===== src/logic/uart_pkg.sv =====
package uart_pkg;

	typedef enum logic [1:0] {
		PAR_NONE = 2'b00,
		PAR_RSVD = 2'b01, // treated as no parity
		PAR_ODD  = 2'b10,
		PAR_EVEN = 2'b11
	} parity_mode_e;

	typedef enum logic [2:0] {
		S_IDLE,
		S_START,
		S_DATA,
		S_PARITY,
		S_STOP
	} uart_state_e;

	typedef struct packed {
		logic         two_stop;
		logic         eight_bits;
		parity_mode_e parity_mode;
	} frame_fmt_t;

	typedef struct packed {
		logic       sel;
		logic       cmd; // control word, not data
		logic       wr;
		logic       rd;
		logic [7:0] wdata;
	} host_req_t;

	typedef struct packed {
		logic       valid;
		logic [7:0] data;
		frame_fmt_t fmt;
	} tx_load_t;

	typedef struct packed {
		logic       valid;
		logic [7:0] data;
		logic       parity_err;
		logic       frame_err;
	} rx_frame_t;

	// clocks per tick at 50 MHz, index 0 is 9600 baud
	localparam logic [3:0][8:0] BAUD_DIV = {9'd27, 9'd54, 9'd163, 9'd326};

	localparam int OVERSAMPLE = 16; // ticks per bit
	localparam int TICK_W = $clog2(OVERSAMPLE);
	localparam logic [TICK_W-1:0] TICK_LAST = TICK_W'(OVERSAMPLE - 1);
	localparam logic [TICK_W-1:0] TICK_MID = TICK_W'(OVERSAMPLE / 2 - 1);

	localparam int TX_CREDITS = 1;
	localparam int CREDIT_W = $clog2(TX_CREDITS + 2); // one spare bit to see overflow

	localparam int MODE_BAUD = 0; // 2 bit field
	localparam int MODE_EIGHT = 2;
	localparam int MODE_TWO_STOP = 3;
	localparam int MODE_PARITY = 4; // 2 bit field

	localparam int CMD_RX_EN = 0;
	localparam int CMD_TX_EN = 1;
	localparam int CMD_PE_EN = 2;
	localparam int CMD_FE_EN = 3;
	localparam int CMD_OE_EN = 4;
	localparam int CMD_CLR_ERR = 5;

	localparam int ST_RX_RDY = 7;
	localparam int ST_TX_RDY = 6;
	localparam int ST_PE = 5;
	localparam int ST_FE = 4;
	localparam int ST_OE = 3;

endpackage


===== src/logic/uart_host_regs.sv =====
`timescale 1ns/1ps

module uart_host_regs (
	input  logic                 clk_in,
	input  logic                 n_reset_in,
	input  uart_pkg::host_req_t  host_req,
	input  logic [7:0]           rx_data,
	input  logic                 rx_rdy,
	input  logic                 pe,
	input  logic                 fe,
	input  logic                 oe,
	input  logic                 tx_credit,
	output logic [7:0]           rd_data,
	output uart_pkg::frame_fmt_t fmt,
	output logic [1:0]           baud_sel,
	output uart_pkg::tx_load_t   tx_load,
	output logic                 tx_en,
	output logic                 rx_en,
	output logic                 err_clear,
	output logic                 take,
	output logic                 tx_rdy,
	output logic                 n_irq
);
	logic                            mode_done_r; // later control writes hit the command word
	logic [uart_pkg::CMD_OE_EN:0]    cmd_r;
	logic [uart_pkg::CREDIT_W-1:0]   credit_r;
	logic                            wr_ctl;
	logic                            wr_dat;
	logic                            rd_ctl;
	logic [7:0]                      status;
	uart_pkg::parity_mode_e          par_wr;

	assign wr_ctl = host_req.sel & host_req.cmd & host_req.wr;
	assign wr_dat = host_req.sel & ~host_req.cmd & host_req.wr;
	assign rd_ctl = host_req.sel & host_req.cmd & host_req.rd;
	assign take   = host_req.sel & ~host_req.cmd & host_req.rd;
	assign par_wr = uart_pkg::parity_mode_e'(host_req.wdata[uart_pkg::MODE_PARITY +: 2]);

	assign tx_en  = cmd_r[uart_pkg::CMD_TX_EN];
	assign rx_en  = cmd_r[uart_pkg::CMD_RX_EN];
	assign tx_rdy = (credit_r != '0) & tx_en;

	assign tx_load.valid = wr_dat & tx_rdy; // writes without a credit are dropped
	assign tx_load.data  = host_req.wdata;
	assign tx_load.fmt   = fmt;

	assign n_irq = ~((pe & cmd_r[uart_pkg::CMD_PE_EN]) | (fe & cmd_r[uart_pkg::CMD_FE_EN]) |
		(oe & cmd_r[uart_pkg::CMD_OE_EN]));

	always_ff @(posedge clk_in or negedge n_reset_in) begin
		if (!n_reset_in) begin
			mode_done_r <= 1'b0;
			baud_sel    <= '0;
			fmt         <= '0;
			cmd_r       <= '0;
			err_clear   <= 1'b0;
		end else begin
			err_clear <= wr_ctl & mode_done_r & host_req.wdata[uart_pkg::CMD_CLR_ERR];
			if (wr_ctl && !mode_done_r) begin
				mode_done_r     <= 1'b1;
				baud_sel        <= host_req.wdata[uart_pkg::MODE_BAUD +: 2];
				fmt.two_stop    <= host_req.wdata[uart_pkg::MODE_TWO_STOP];
				fmt.eight_bits  <= host_req.wdata[uart_pkg::MODE_EIGHT];
				fmt.parity_mode <= (par_wr == uart_pkg::PAR_RSVD) ? uart_pkg::PAR_NONE : par_wr;
			end else if (wr_ctl) begin
				cmd_r <= host_req.wdata[uart_pkg::CMD_OE_EN:0];
			end
		end
	end

	always_ff @(posedge clk_in or negedge n_reset_in) begin
		if (!n_reset_in) begin
			credit_r <= uart_pkg::TX_CREDITS[uart_pkg::CREDIT_W-1:0];
		end else begin
			case ({tx_load.valid, tx_credit})
				2'b10: credit_r <= credit_r - 1'b1; // byte handed to tx
				2'b01: credit_r <= credit_r + 1'b1; // frame done
				default: ;
			endcase
		end
	end

	always_comb begin
		status = '0;
		status[uart_pkg::ST_RX_RDY] = rx_rdy;
		status[uart_pkg::ST_TX_RDY] = tx_rdy;
		status[uart_pkg::ST_PE]     = pe;
		status[uart_pkg::ST_FE]     = fe;
		status[uart_pkg::ST_OE]     = oe;
	end

	always_ff @(posedge clk_in) begin
		if (rd_ctl)
			rd_data <= status;
		else if (take)
			rd_data <= rx_data; // holds until next read
	end

	// tx must hand back no more credits than it was given
	credit_bound: assert property (@(posedge clk_in) disable iff (!n_reset_in)
		credit_r <= uart_pkg::TX_CREDITS);

endmodule


===== src/logic/uart_baud_tick.sv =====
`timescale 1ns/1ps

module uart_baud_tick (
	input  logic       clk_in,
	input  logic       n_reset_in,
	input  logic [1:0] baud_sel,
	output logic       tick
);
	logic [8:0] cnt_r;
	logic [1:0] sel_r; // last rate, to spot a change

	always_ff @(posedge clk_in or negedge n_reset_in) begin
		if (!n_reset_in) begin
			cnt_r <= uart_pkg::BAUD_DIV[0] - 9'd1;
			sel_r <= '0;
			tick  <= 1'b0;
		end else begin
			sel_r <= baud_sel;
			if (baud_sel != sel_r) begin
				cnt_r <= uart_pkg::BAUD_DIV[baud_sel] - 9'd1; // new rate, restart
				tick  <= 1'b0;
			end else if (cnt_r == '0) begin
				cnt_r <= uart_pkg::BAUD_DIV[baud_sel] - 9'd1;
				tick  <= 1'b1;
			end else begin
				cnt_r <= cnt_r - 9'd1;
				tick  <= 1'b0;
			end
		end
	end

endmodule


===== src/logic/uart_tx_serializer.sv =====
`timescale 1ns/1ps

module uart_tx_serializer (
	input  logic               clk_in,
	input  logic               n_reset_in,
	input  logic               tick,
	input  uart_pkg::tx_load_t tx_load,
	output logic               tx,
	output logic               tx_credit
);
	uart_pkg::uart_state_e       state_r;
	logic                        pend_r; // loaded, waiting for a tick edge
	logic [uart_pkg::TICK_W-1:0] tick_cnt_r;
	logic [2:0]                  bit_cnt_r;
	logic [7:0]                  shift_r;
	logic                        par_r;
	uart_pkg::frame_fmt_t        fmt_r;
	logic [7:0]                  load_data;
	logic                        bit_end;

	assign load_data = tx_load.fmt.eight_bits ? tx_load.data : {1'b0, tx_load.data[6:0]};
	assign bit_end   = tick & (tick_cnt_r == uart_pkg::TICK_LAST);

	always_ff @(posedge clk_in) begin
		if (tx_load.valid) begin
			shift_r <= load_data;
			fmt_r   <= tx_load.fmt;
			par_r   <= ^load_data ^ (tx_load.fmt.parity_mode == uart_pkg::PAR_ODD);
		end else if (bit_end && state_r == uart_pkg::S_DATA) begin
			shift_r <= shift_r >> 1; // lsb first
		end
	end

	always_ff @(posedge clk_in or negedge n_reset_in) begin
		if (!n_reset_in) begin
			state_r    <= uart_pkg::S_IDLE;
			pend_r     <= 1'b0;
			tick_cnt_r <= '0;
			bit_cnt_r  <= '0;
			tx         <= 1'b1;
			tx_credit  <= 1'b0;
		end else begin
			tx_credit <= 1'b0;
			if (tx_load.valid)
				pend_r <= 1'b1;
			if (state_r == uart_pkg::S_IDLE) begin
				if (pend_r && tick) begin
					state_r    <= uart_pkg::S_START;
					tx         <= 1'b0; // start bit
					tick_cnt_r <= '0;
					pend_r     <= 1'b0;
				end
			end else if (tick) begin
				tick_cnt_r <= tick_cnt_r + 1'b1;
				if (bit_end) begin
					tick_cnt_r <= '0;
					case (state_r)
						uart_pkg::S_START: begin
							state_r   <= uart_pkg::S_DATA;
							tx        <= shift_r[0];
							bit_cnt_r <= '0;
						end
						uart_pkg::S_DATA: begin
							if (bit_cnt_r == {2'b11, fmt_r.eight_bits}) begin // 6 or 7
								bit_cnt_r <= '0;
								if (fmt_r.parity_mode != uart_pkg::PAR_NONE) begin
									state_r <= uart_pkg::S_PARITY;
									tx      <= par_r;
								end else begin
									state_r <= uart_pkg::S_STOP;
									tx      <= 1'b1;
								end
							end else begin
								bit_cnt_r <= bit_cnt_r + 3'd1;
								tx        <= shift_r[1];
							end
						end
						uart_pkg::S_PARITY: begin
							state_r <= uart_pkg::S_STOP;
							tx      <= 1'b1;
						end
						uart_pkg::S_STOP: begin
							if (bit_cnt_r[0] == fmt_r.two_stop) begin
								state_r   <= uart_pkg::S_IDLE;
								tx_credit <= 1'b1; // slot free again
							end else begin
								bit_cnt_r <= bit_cnt_r + 3'd1;
							end
						end
						default: state_r <= uart_pkg::S_IDLE;
					endcase
				end
			end
		end
	end

	// host side credit keeps loads out of a running frame
	load_in_idle: assert property (@(posedge clk_in) disable iff (!n_reset_in)
		tx_load.valid |-> (state_r == uart_pkg::S_IDLE) && !pend_r);

endmodule


===== src/logic/uart_rx_deserializer.sv =====
`timescale 1ns/1ps

module uart_rx_deserializer (
	input  logic                 clk_in,
	input  logic                 n_reset_in,
	input  logic                 tick,
	input  logic                 rx,
	input  logic                 rx_en,
	input  uart_pkg::frame_fmt_t fmt,
	output uart_pkg::rx_frame_t  frame
);
	uart_pkg::uart_state_e       state_r;
	logic [1:0]                  sync_r;
	logic                        prev_r;
	logic                        rx_s;
	logic                        fall;
	logic                        sample;
	logic [uart_pkg::TICK_W-1:0] tick_cnt_r;
	logic [2:0]                  bit_cnt_r;
	logic [7:0]                  data_r;
	logic                        par_err_r;
	logic                        fe_r; // low first stop bit
	uart_pkg::frame_fmt_t        fmt_r;

	assign rx_s = sync_r[1];
	assign fall = prev_r & ~rx_s;
	// start bit is checked half way, every later bit a full bit on
	assign sample = tick & (tick_cnt_r == ((state_r == uart_pkg::S_START) ?
		uart_pkg::TICK_MID : uart_pkg::TICK_LAST));

	always_ff @(posedge clk_in or negedge n_reset_in) begin
		if (!n_reset_in) begin
			sync_r <= 2'b11; // line idles high
			prev_r <= 1'b1;
		end else begin
			sync_r <= {sync_r[0], rx};
			prev_r <= rx_s;
		end
	end

	always_ff @(posedge clk_in or negedge n_reset_in) begin
		if (!n_reset_in) begin
			state_r    <= uart_pkg::S_IDLE;
			tick_cnt_r <= '0;
			bit_cnt_r  <= '0;
			data_r     <= '0;
			par_err_r  <= 1'b0;
			fe_r       <= 1'b0;
			fmt_r      <= '0;
			frame      <= '0;
		end else begin
			frame.valid <= 1'b0;
			if (!rx_en) begin
				state_r <= uart_pkg::S_IDLE;
			end else if (state_r == uart_pkg::S_IDLE) begin
				if (fall) begin
					state_r    <= uart_pkg::S_START;
					tick_cnt_r <= '0;
					fmt_r      <= fmt; // format fixed for the whole frame
				end
			end else if (tick) begin
				tick_cnt_r <= tick_cnt_r + 1'b1;
				if (sample) begin
					tick_cnt_r <= '0;
					case (state_r)
						uart_pkg::S_START: begin
							if (rx_s) begin
								state_r <= uart_pkg::S_IDLE; // false start
							end else begin
								state_r   <= uart_pkg::S_DATA;
								bit_cnt_r <= '0;
								data_r    <= '0;
								par_err_r <= 1'b0;
								fe_r      <= 1'b0;
							end
						end
						uart_pkg::S_DATA: begin
							data_r[bit_cnt_r] <= rx_s;
							if (bit_cnt_r == {2'b11, fmt_r.eight_bits}) begin
								bit_cnt_r <= '0;
								state_r   <= (fmt_r.parity_mode != uart_pkg::PAR_NONE) ?
									uart_pkg::S_PARITY : uart_pkg::S_STOP;
							end else begin
								bit_cnt_r <= bit_cnt_r + 3'd1;
							end
						end
						uart_pkg::S_PARITY: begin
							par_err_r <= rx_s ^ ^data_r ^ (fmt_r.parity_mode == uart_pkg::PAR_ODD);
							state_r   <= uart_pkg::S_STOP;
						end
						uart_pkg::S_STOP: begin
							if (bit_cnt_r[0] == fmt_r.two_stop) begin
								state_r          <= uart_pkg::S_IDLE;
								frame.valid      <= 1'b1;
								frame.data       <= data_r;
								frame.parity_err <= par_err_r;
								frame.frame_err  <= fe_r | ~rx_s;
							end else begin
								fe_r      <= ~rx_s;
								bit_cnt_r <= bit_cnt_r + 3'd1;
							end
						end
						default: state_r <= uart_pkg::S_IDLE;
					endcase
				end
			end
		end
	end

endmodule


===== src/logic/uart_rx_holding.sv =====
`timescale 1ns/1ps

module uart_rx_holding (
	input  logic                clk_in,
	input  logic                n_reset_in,
	input  uart_pkg::rx_frame_t frame,
	input  logic                take,
	input  logic                err_clear,
	output logic [7:0]          rx_data,
	output logic                rx_rdy,
	output logic                pe,
	output logic                fe,
	output logic                oe
);

	always_ff @(posedge clk_in) begin
		if (frame.valid)
			rx_data <= frame.data; // newest byte wins
	end

	always_ff @(posedge clk_in or negedge n_reset_in) begin
		if (!n_reset_in) begin
			rx_rdy <= 1'b0;
			pe     <= 1'b0;
			fe     <= 1'b0;
			oe     <= 1'b0;
		end else begin
			if (frame.valid)
				rx_rdy <= 1'b1;
			else if (take)
				rx_rdy <= 1'b0;
			if (err_clear) begin
				pe <= 1'b0;
				fe <= 1'b0;
				oe <= 1'b0;
			end else if (frame.valid) begin
				pe <= pe | frame.parity_err;
				fe <= fe | frame.frame_err;
				oe <= oe | (rx_rdy & ~take); // previous byte never read
			end
		end
	end

endmodule


===== src/logic/uart_top.sv =====
`timescale 1ns/1ps

module uart_top (
	input  logic                clk_in,
	input  logic                n_reset_in,
	input  uart_pkg::host_req_t host_req,
	input  logic                rx,
	output logic [7:0]          rd_data,
	output logic                n_irq,
	output logic                tx_rdy,
	output logic                rx_rdy,
	output logic                tx
);
	uart_pkg::frame_fmt_t fmt;
	uart_pkg::tx_load_t   tx_load;
	uart_pkg::rx_frame_t  frame;
	logic [1:0]           baud_sel;
	logic [7:0]           rx_data;
	logic                 tick;
	logic                 tx_credit;
	logic                 rx_en;
	logic                 err_clear;
	logic                 take;
	logic                 pe;
	logic                 fe;
	logic                 oe;

	uart_host_regs i_regs (
		.clk_in(clk_in), .n_reset_in(n_reset_in), .host_req(host_req),
		.rx_data(rx_data), .rx_rdy(rx_rdy), .pe(pe), .fe(fe), .oe(oe),
		.tx_credit(tx_credit), .rd_data(rd_data), .fmt(fmt), .baud_sel(baud_sel),
		.tx_load(tx_load), .tx_en(), .rx_en(rx_en), .err_clear(err_clear),
		.take(take), .tx_rdy(tx_rdy), .n_irq(n_irq)
	);

	uart_baud_tick i_tick (
		.clk_in(clk_in), .n_reset_in(n_reset_in), .baud_sel(baud_sel), .tick(tick)
	);

	uart_tx_serializer i_tx (
		.clk_in(clk_in), .n_reset_in(n_reset_in), .tick(tick), .tx_load(tx_load),
		.tx(tx), .tx_credit(tx_credit)
	);

	uart_rx_deserializer i_rx (
		.clk_in(clk_in), .n_reset_in(n_reset_in), .tick(tick), .rx(rx),
		.rx_en(rx_en), .fmt(fmt), .frame(frame)
	);

	uart_rx_holding i_hold (
		.clk_in(clk_in), .n_reset_in(n_reset_in), .frame(frame), .take(take),
		.err_clear(err_clear), .rx_data(rx_data), .rx_rdy(rx_rdy), .pe(pe), .fe(fe), .oe(oe)
	);

endmodule


===== config.mk =====
export PLATFORM = sky130hd
export DESIGN_NAME = uart_top
export DESIGN_NICKNAME = d
export VERILOG_FILES = /design/src/logic/uart_pkg.sv /design/src/logic/uart_host_regs.sv /design/src/logic/uart_baud_tick.sv /design/src/logic/uart_tx_serializer.sv /design/src/logic/uart_rx_deserializer.sv /design/src/logic/uart_rx_holding.sv /design/src/logic/uart_top.sv
export SDC_FILE = /design/constraint.sdc
export NUM_CORES = 1
export LEC_CHECK = 0
export BUFFER_PORTS_ARGS = -buffer_cell sky130_fd_sc_hd__buf_2
export CAP_MARGIN = 20
export CELL_PAD_IN_SITES_DETAIL_PLACEMENT = 1
export CELL_PAD_IN_SITES_GLOBAL_PLACEMENT = 2
export CORE_MARGIN = 4
export CORE_UTILIZATION = 43
export CTS_BUF_LIST = sky130_fd_sc_hd__clkbuf_2
export DETAILED_ROUTE_END_ITERATION = 8
export HOLD_SLACK_MARGIN = 0.08
export MAX_ROUTING_LAYER = met4
export PLACE_DENSITY = 0.93
export SLEW_MARGIN = 20
export SYNTH_ARGS = -nofsm -noshare
export SYNTH_HDL_FRONTEND = slang
export SYNTH_SLANG_ARGS = --single-unit

===== constraint.sdc =====
create_clock -name clk_in -period 2.33 [get_ports clk_in]
set_input_delay 0.3495 -clock clk_in [delete_from_list [all_inputs] [get_ports clk_in]]
set_output_delay 0.3495 -clock clk_in [all_outputs]
set_load 0.005 [all_outputs]

==> results_dict.tcl, run 1 <==
set metrics [dict create \
    synth_warnings 0 \
    n_antenna_cell 0 \
    layout_commonest_cell "dfrtp_1" \
    period_share_pct 90.0 \
    reg2reg_from "i_rx.tick_cnt_r[0]" \
    grt_pass1_vias 3969 \
    routed_wl_mm 11.8 \
    power_w 0.00388 \
    place_hpwl_mm 8.54 \
    critPathLaunchType "flip-flop" \
    cts_tree "built" \
    setup-violations-final 0 \
    max-slew-margin-rel_pct 63.6 \
    drive_gt1_share_pct 21.1 \
    timing.hold.ws_ps 169 \
    post-route-util_pct 48.3 \
    ys.flop_type "dfrtp_1" \
    hold_end "i_regs.err_clear" \
    max_freq_mhz 477 \
    min_period_ps 2100 \
    coreArea_sq_um 12100 \
    ctsResizeCount 0 \
    ys_types 64 \
    ys_ff_latch 111 \
    syn_to_final_growth_pct 9.74 \
    hold_viol 0 \
    hold_path.startpoint "host_req[11]" \
    cp-end-kind "flip-flop" \
    vias_per_cell 5.44 \
    p_per_area_nw_per_um2 666 \
    hp-class "input pin to flip-flop" \
    initial_utilization_pct 44.0 \
    dieArea_sq_um 14200 \
    final_cell_mix "dfrtp_1 (73), mux2_2 (35), nand2_1 (34)" \
    gp_congestion 0.841 \
    r2r_setup_slack_ps 230 \
    synth.top_cell.area_share_pct 34.4 \
    synth_edf_count 26 \
    die_h_um 119 \
    grt_pass1_wl_mm 20.3 \
    cts_buffer_depth 2 \
    ir_drop_uv 251 \
    ys_seq_area_share_pct 54.7 \
    r2r_cells 6 \
    maxCapViolCount 0 \
    clkTransAtPathRegs_ps 330 \
    cts_setup_buffers 0 \
    rsz0062_at_grt "no" \
    synth.area.top_cells "dfrtp_1 (34%), edfxtp_1 (15%), mux2_2 (7.4%)" \
    finalSetupTns_ps 0 \
    insertion_delay_ps 630 \
    report.final.slew_viol_count 0 \
    syn_inst 462 \
    cp.required_ps 2870 \
    track_usage_pct 18.3 \
    path_max_fanout 6 \
    htree_levels 3 \
    dr.pass1.iters 5 \
    drtIter0Drc 203 \
    outcome "completed" \
    final_area_sq_um 5820 \
    timing.rr.end "i_rx.bit_cnt_r[2]" \
    fillers 1291 \
    vias 3648 \
    async_flop_share_pct 73.9 \
    root_buffer "clkbuf_2" \
    route.detailed.drc 0 \
    cts.sinks 111 \
    ios 27 \
    clock_skew_ps 43.3 \
    antenna_found_initial 0 \
    io_buffers 26 \
    die_w_um 119 \
    leakagePower_nw 2.41 \
    worstPathArrival_ps 2640 \
    synth.largest_area_cell "dfrtp_1" \
    placementRows 40 \
    syn-mean-instance-area_sq_um 11.5 \
    crit_type "flip-flop to flip-flop" \
    grt_max_degree 50 \
    slowest_stage "dfrtp_1" \
    fin_nets 523 \
    synth_area_sq_um 5310 \
    dpl_cell_area_sq_um 5600 \
    slowest_delay_ps 480 \
    worstMarginPinSlew_ps 542 \
    overflow 0 \
    wl_per_cell_um 17.6 \
    numCtsBuffers 9 \
    hold_depth 3 \
    synth_nets 488 \
    worstPathCellList "ha_1 > and4_2 > o31a_1 > nor4b_2 > nand4_1 > o211ai_1" \
    antenna_left 0 \
]
Yosys cell counts (2+ instances only):
cell      number
mux2_2        35
dfxtp_1        3
buf_6          2
nor2_1        31
o211ai_1       2
o21ai_0       32
inv_1         17
nand3b_1       2
o21a_1         4
edfxtp_1      26
nand3_1       17
nand2b_1       6
buf_4          3
mux2i_1        8
o31a_1         2
a32oi_1        2
a311oi_1       3
dfstp_2        9
nor3b_1        2
dfrtp_1       73
o41ai_1        3
xor2_1         9
nand2_1       34
or3b_2         2
a21oi_1       13
or2_2          3
ha_1          11
o21bai_1       3
o32ai_1        2
o22ai_1        2
a22o_1         3
o31ai_1        4
nor3_1         7
clkbuf_1      10
a31oi_1       11
xnor2_1       25
buf_2          4
nor2b_1        5
o21ai_2        2
a21boi_0       2
nand4_1        5
cell families (layout without fill, tap and decap cells):
kind of cell	after synthesis	after routing	share of synthesized area, %
simple gates	124	124	12.0
xor+xnor	34	34	5.61
mux	43	43	8.94
flops	111	111	54.7
buf+inv	37	77	3.23
compound gates	102	102	12.9
fa+ha+maj	11	11	2.59
power by group:
group | total (W) | internal [W] | switching [W] | leakage, nW
Clock | 0.000849 | 0.000167 | 0.000682 | 0.0650
Combinational | 0.000670 | 0.000312 | 0.000359 | 1.04
Sequential | 0.00236 | 0.00219 | 0.000166 | 1.30
cell type report:
class / instances / area [sq um] / area share (%)
timing repair buffer: 44 / 310 / 5.33
clock buffer: 10 / 50.0 / 0.860
tap: 168 / 210 / 3.61
clock inverter: 6 / 53.8 / 0.924
sequential: 111 / 2900 / 49.9
multi-input combinational: 314 / 2230 / 38.3
inverter: 17 / 63.8 / 1.10
how the worst max path moves through the flow:
stage / startpoint / end / slack [ps] / cells past startpoint
2_1_floorplan: i_regs.credit_r[0] / i_regs.credit_r[1] / 450 / 7
3_3_place_gp: i_rx.tick_cnt_r[0] / i_rx.data_r[7] / 410 / 6
3_5_place_dp: i_rx.tick_cnt_r[0] / i_rx.bit_cnt_r[2] / 270 / 6
4_1_cts: i_hold.fe / n_irq / 160 / 2
5_1_grt: i_rx.tick_cnt_r[1] / i_rx.bit_cnt_r[2] / 50 / 6
6_report: i_rx.tick_cnt_r[0] / i_rx.bit_cnt_r[2] / 230 / 6
critical path, delay by kind of cell, from the launching register on:
family	cells	cell delay, ps
AND/OR/NAND/NOR	3	940
flip-flops	1	480
adder cells (fa/ha/maj)	1	270
AO/OA/AOI/OAI	2	330
state kept, by name, indices dropped and copies added (netlist names), 5 cells and up:
register / cells
i_hold.rx_data: 8
i_regs.cmd_r: 5
i_regs.rd_data: 8
i_rx.data_r: 8
i_rx.frame: 11
i_tick.cnt_r: 9
i_tx.shift_r: 8
per-stage QoR:
step | instances | worst slack (ps)
6_report | 670 | 234
5_1_grt | 670 | 50.6
4_1_cts | 670 | 161
3_5_place_dp | 642 | 273
3_3_place_gp | 642 | 412
2_1_floorplan | 462 | 452
repair_timing:
action / in CTS / in global routing
endpoints found under the hold margin: 97 / 0
endpoints found under the setup margin: 0 / 0
hold buffers: 12 / 0
routing by layer:
| metal | vias up | global-route usage, % | share of wire [%] |
|---|---|---|---|
| met5 | - | - | 0 |
| met4 | 0 | 4.06 | 1.5 |
| met3 | 20 | 4.42 | 3.1 |
| met2 | 51 | 30.4 | 51 |
| met1 | 1845 | 22.7 | 44 |
| li1 | 1732 | - | - |
(Power assumes the default switching activity.)
==> run 2, diff against run 1 <==
Settings changed: RECOVER_POWER set to 100.
==> run 2 against run 1 <==
The flow now finishes with violations (max-capacitance violations, max-slew violations). Total power down 0.10%. Flip-flop and latch count unchanged. Final area decreased by 0.39%. Sequential share of layout area rose by 0.19 points. Non-clock buffer count stayed put. Register-to-register slack got worse by 40 ps. Critical endpoint is now i_rx.data_r[7]. Wire length grew 0.13%. Fmax fell by 1.9%. Clock-buffer cell count unchanged. First-iteration DRC count shrank 16%. Combinational power about the same.
==> results_dict.tcl, run 2 (synthesis results as in run 1) <==
set metrics [dict create \
    clock_skew_ps 25.2 \
    top_layer_used "met4" \
    routed_wl_mm 11.8 \
    crit_type "flip-flop to flip-flop" \
    drtIter0Drc 171 \
    largest_registers "i_rx.frame x11, i_tick.cnt_r x9" \
    outcome "complete, but fails checks" \
    overflow 0 \
    path_max_fanout 9 \
    antenna_found_initial 0 \
    n_antenna_cell 0 \
    cp-end-kind "flip-flop" \
    top_register "i_rx.frame" \
    cts_buffer_depth 2 \
    maxCapViolCount 1 \
    period_share_pct 91.7 \
    wl_per_cell_um 17.6 \
    vias 3621 \
    vias_per_cell 5.40 \
    syn_to_final_growth_pct 9.32 \
    setup-violations-final 0 \
    worstMarginPinSlew_ps 2040 \
    wirelength_met1_mm 5.24 \
    dr.pass1.iters 6 \
    grt_pass1_vias 3969 \
    hold_viol 0 \
    grt_max_degree 50 \
    root_buffer "clkbuf_2" \
    wl_met3_um 350 \
    max_freq_mhz 468 \
    io_buffers 26 \
    p_per_area_nw_per_um2 668 \
    leakagePower_nw 2.37 \
    violations "max-capacitance violations, max-slew violations" \
    critPathLaunchType "flip-flop" \
    drive_gt1_share_pct 18.1 \
    worstPathArrival_ps 2690 \
    report.final.slew_viol_count 34 \
    gp_congestion 0.841 \
    htree_levels 3 \
    max-slew-margin-rel_pct -35.9 \
    numCtsBuffers 9 \
    min_period_ps 2140 \
    grt_pass1_wl_mm 20.3 \
    fin_nets 523 \
    insertion_delay_ps 620 \
    die_w_um 119 \
    power_w 0.00388 \
    largest_reg_flops 11 \
    cts.sinks 111 \
    clkTransAtPathRegs_ps 310 \
    cp.required_ps 2890 \
    dieArea_sq_um 14200 \
    ir_drop_uv 251 \
    finalSetupTns_ps 0 \
    initial_utilization_pct 44.0 \
    placementRows 40 \
    fillers 1297 \
    track_usage_pct 18.3 \
    coreArea_sq_um 12100 \
    antenna_left 0 \
    die_h_um 119 \
    wl_met2_mm 6.02 \
    cts_tree "built" \
    layout_commonest_cell "dfrtp_1" \
    ios 27 \
    hp-class "input pin to flip-flop" \
    final_cell_mix "dfrtp_1 (73), mux2_2 (35), nand2_1 (34)" \
    ctsResizeCount 0 \
    rsz0062_at_grt "no" \
    route.detailed.drc 0 \
    place_hpwl_mm 8.54 \
]
## run 2: timing repair
item | in CTS | in global routing
setup buffers | 0 | 0
hold buffers | 12 | 0
endpoints found under the hold margin | 97 | 0
## run 2: layout make-up
type | instances | area, sq um | area share [%]
inverters | 17 | 63.8 | 1.10
well taps | 168 | 210 | 3.62
clock inverters | 6 | 53.8 | 0.928
repair buffers | 44 | 293 | 5.05
flip-flops and latches | 111 | 2900 | 50.1
multi-input cells | 314 | 2220 | 38.4
clock buffers | 10 | 50.0 | 0.863
## run 2: worst max-delay path, cell delays in order (launching register included)
cell and delay [ps]:
dfrtp_1 480, ha_1 270, and4_2 330, o211ai_4 130, or2_0 360, or3_4 390
o21ai_1 120
## run 2: path summary, 6_finish.rpt
kind	from	endpoint	slack, ps	cells past startpoint
setup / recovery	i_rx.tick_cnt_r[0]	i_rx.data_r[7]	190	6
hold / removal	host_req[10]	i_regs.rd_data[0]	200	3
setup reg to reg	i_rx.tick_cnt_r[0]	i_rx.data_r[7]	190	6
hold reg to reg	i_rx.sync_r[0]	i_rx.sync_r[1]	380	0
max in group asynchronous	n_reset_in	i_rx.bit_cnt_r[2]	380	2
min in group asynchronous	n_reset_in	i_tick.cnt_r[5]	800	2
## run 2: per-layer routing
| metal | vias to the layer above | GRT usage, % |
|---|---|---|
| li1 | 1731 | - |
| met1 | 1822 | 22.7 |
| met2 | 44 | 30.4 |
| met3 | 24 | 4.42 |
| met4 | 0 | 4.06 |
| met5 | - | - |
## run 2: power breakdown
part           switching [W]  total, W  leakage, nW  internal [W]
Combinational       0.000358  0.000668         1.01      0.000310
Clock               0.000681  0.000847       0.0650      0.000167
Sequential          0.000166   0.00236         1.30       0.00219
Total                0.00121   0.00388         2.37       0.00267
## run 2: metrics by stage
stage	cells	utilization, %	cell area, sq um	hold slack (ps)	setup slack (ps)
final	670	48.1	5800	195	194
after global routing	670	48.1	5800	133	36.5
after CTS	670	48.3	5820	106	161
after detailed placement	642	46.4	5600	343	273
after global placement	642	46.4	5600	329	412
after floorplan	462	-	5310	53.9	452
==> run 3, diff against run 2 <==
Settings changed: CORE_UTILIZATION 43 to 39, GPL_ROUTABILITY_DRIVEN set to 1, PLACE_DENSITY 0.93 to 0.9.
Clock period 2.33 ns to 1.95 ns, I/O delays scaled along.
==> run 3 against run 2 <==
The run ends with negative setup slack left. Fmax grew 2.8%. Non-clock buffer count up 28. Clock skew increased by 7.5 ps. Core utilization down 2.6 points. Clock-buffer cell count unchanged. Total power up 22%. Combinational power grew 27%. Flip-flop and latch count stayed put. Sequential power is 19% higher. Die area is 9.5% higher. First-iteration DRC count increased by 15%. Critical path type unchanged.
==> results_dict.tcl, run 3 (synthesis results as in run 1) <==
set metrics [dict create \
    outcome "complete, but fails checks" \
    violations "negative setup slack" \
    routed_wl_mm 12.2 \
    initial_utilization_pct 39.9 \
    drtIter0Drc 197 \
    route.detailed.drc 0 \
    dp_slack_ps 9.05 \
    cp-end-kind "flip-flop" \
    numCtsBuffers 9 \
    fin_nets 551 \
    worstPathArrival_ps 2620 \
    top_register "i_rx.frame" \
    period_share_pct 107 \
    final_cell_mix "dfrtp_1 (72), mux2_2 (34), nand2_1 (34)" \
    p_per_area_nw_per_um2 780 \
    leakagePower_nw 2.51 \
    cts_tree "built" \
    layout_commonest_cell "dfrtp_1" \
    power_w 0.00472 \
    die_h_um 125 \
    vias 3787 \
    hold_viol 0 \
    maxCapViolCount 0 \
    max_freq_mhz 481 \
    grt_pass1_vias 4123 \
    rsz0062_at_grt "yes" \
    multi_input_area_sq_um 2260 \
    dr.pass1.iters 4 \
    syn_to_final_growth_pct 14.0 \
    placementRows 42 \
    critPathLaunchType "flip-flop" \
    die_w_um 125 \
    antenna_left 0 \
    cp.required_ps 2490 \
    overflow 0 \
    coreArea_sq_um 13300 \
    clock_skew_ps 32.7 \
    ios 27 \
    place_hpwl_mm 8.80 \
    root_buffer "clkbuf_2" \
    largest_reg_flops 11 \
    hp-class "input pin to flip-flop" \
    seq_area_sq_um 2910 \
    wl_per_cell_um 17.3 \
    htree_levels 3 \
    ir_drop_uv 261 \
    vias_per_cell 5.36 \
    grt_pass1_wl_mm 20.7 \
    cts_buffer_depth 2 \
    dieArea_sq_um 15500 \
    slowest_stage "dfrtp_1" \
    track_usage_pct 16.9 \
    clkTransAtPathRegs_ps 320 \
    grt_max_degree 33 \
    max-slew-margin-rel_pct 39.8 \
    largest_registers "i_rx.frame x11, i_tick.cnt_r x9" \
    antenna_found_initial 0 \
    r2r_setup_slack_ps -130 \
    fillers 1444 \
    gp_congestion 0.815 \
    path_max_fanout 12 \
    slowest_delay_ps 490 \
    min_period_ps 2080 \
    n_antenna_cell 0 \
    report.final.slew_viol_count 0 \
    io_buffers 26 \
    timing.hold.ws_ps 154 \
    setup_ws_ps -129 \
    cts.sinks 111 \
    worstMarginPinSlew_ps 903 \
    worstPathCellList "ha_1 > and4_4 > buf_4 > nand3_1 > clkbuf_1 > mux2_2" \
    drive_gt1_share_pct 21.9 \
    crit_type "flip-flop to flip-flop" \
    setup-violations-final 27 \
    insertion_delay_ps 630 \
]
[run 3: layout make-up]
| type | count | share of cell area (%) |
|---|---|---|
| Clock buffer | 10 | 0.827 |
| Clock inverter | 6 | 0.993 |
| Inverter | 17 | 1.06 |
| Multi-Input combinational cell | 314 | 37.3 |
| Sequential cell | 111 | 48.0 |
| Tap cell | 176 | 3.64 |
| Timing Repair Buffer | 72 | 8.11 |
[run 3: power breakdown]
| part | leakage (nW) | switching [W] | total [W] | internal (W) |
|---|---|---|---|---|
| clock | 0.0711 | 0.000833 | 0.00105 | 0.000213 |
| combinational | 1.14 | 0.000463 | 0.000851 | 0.000388 |
| sequential | 1.30 | 0.000198 | 0.00282 | 0.00262 |
[run 3: through the flow]
step                      setup TNS, ps  instance area, sq um  std cells  utilization (%)
after floorplan                       0                  5310        462                -
after global placement                0                  5740        668             43.2
after detailed placement              0                  5740        668             43.2
after CTS                          -227                  6020        700             45.3
after global routing              -7570                  6050        706             45.5
final                             -1500                  6050        706             45.5
[run 3: final timing paths]
kind | startpoint | to | cells past startpoint
max reg2reg | i_rx.tick_cnt_r[1] | i_rx.frame[4] | 6
min reg2reg | i_rx.sync_r[0] | i_rx.sync_r[1] | 0
max in group asynchronous | n_reset_in | i_rx.frame[3] | 4
min in group asynchronous | n_reset_in | i_tick.cnt_r[0] | 3
min | host_req[8] | i_regs.rd_data[2] | 4
max | i_rx.tick_cnt_r[1] | i_rx.frame[4] | 6
[run 3: critical path, delay by kind of cell (launching register included)]
family        cells  cell delay (ps)
buf+inv           2              610
fa+ha+maj         1              230
simple gates      2              260
mux               1              410
flops             1              490
[run 3: layer usage]
metal / wire length, um / track usage (%)
met1: 5490 / 20.4
met2: 6190 / 28.2
met3: 342 / 4.55
met4: 167 / 4.26
met5: 0 / -
[run 3: timing repair]
item	4_1_cts	5_1_grt
hold buffers	15	1
pin swaps	1	3
resized for setup	3	8
buffers inserted	1	5
setup endpoints to repair	4	16
gates cloned	0	0
hold endpoints to repair	107	15
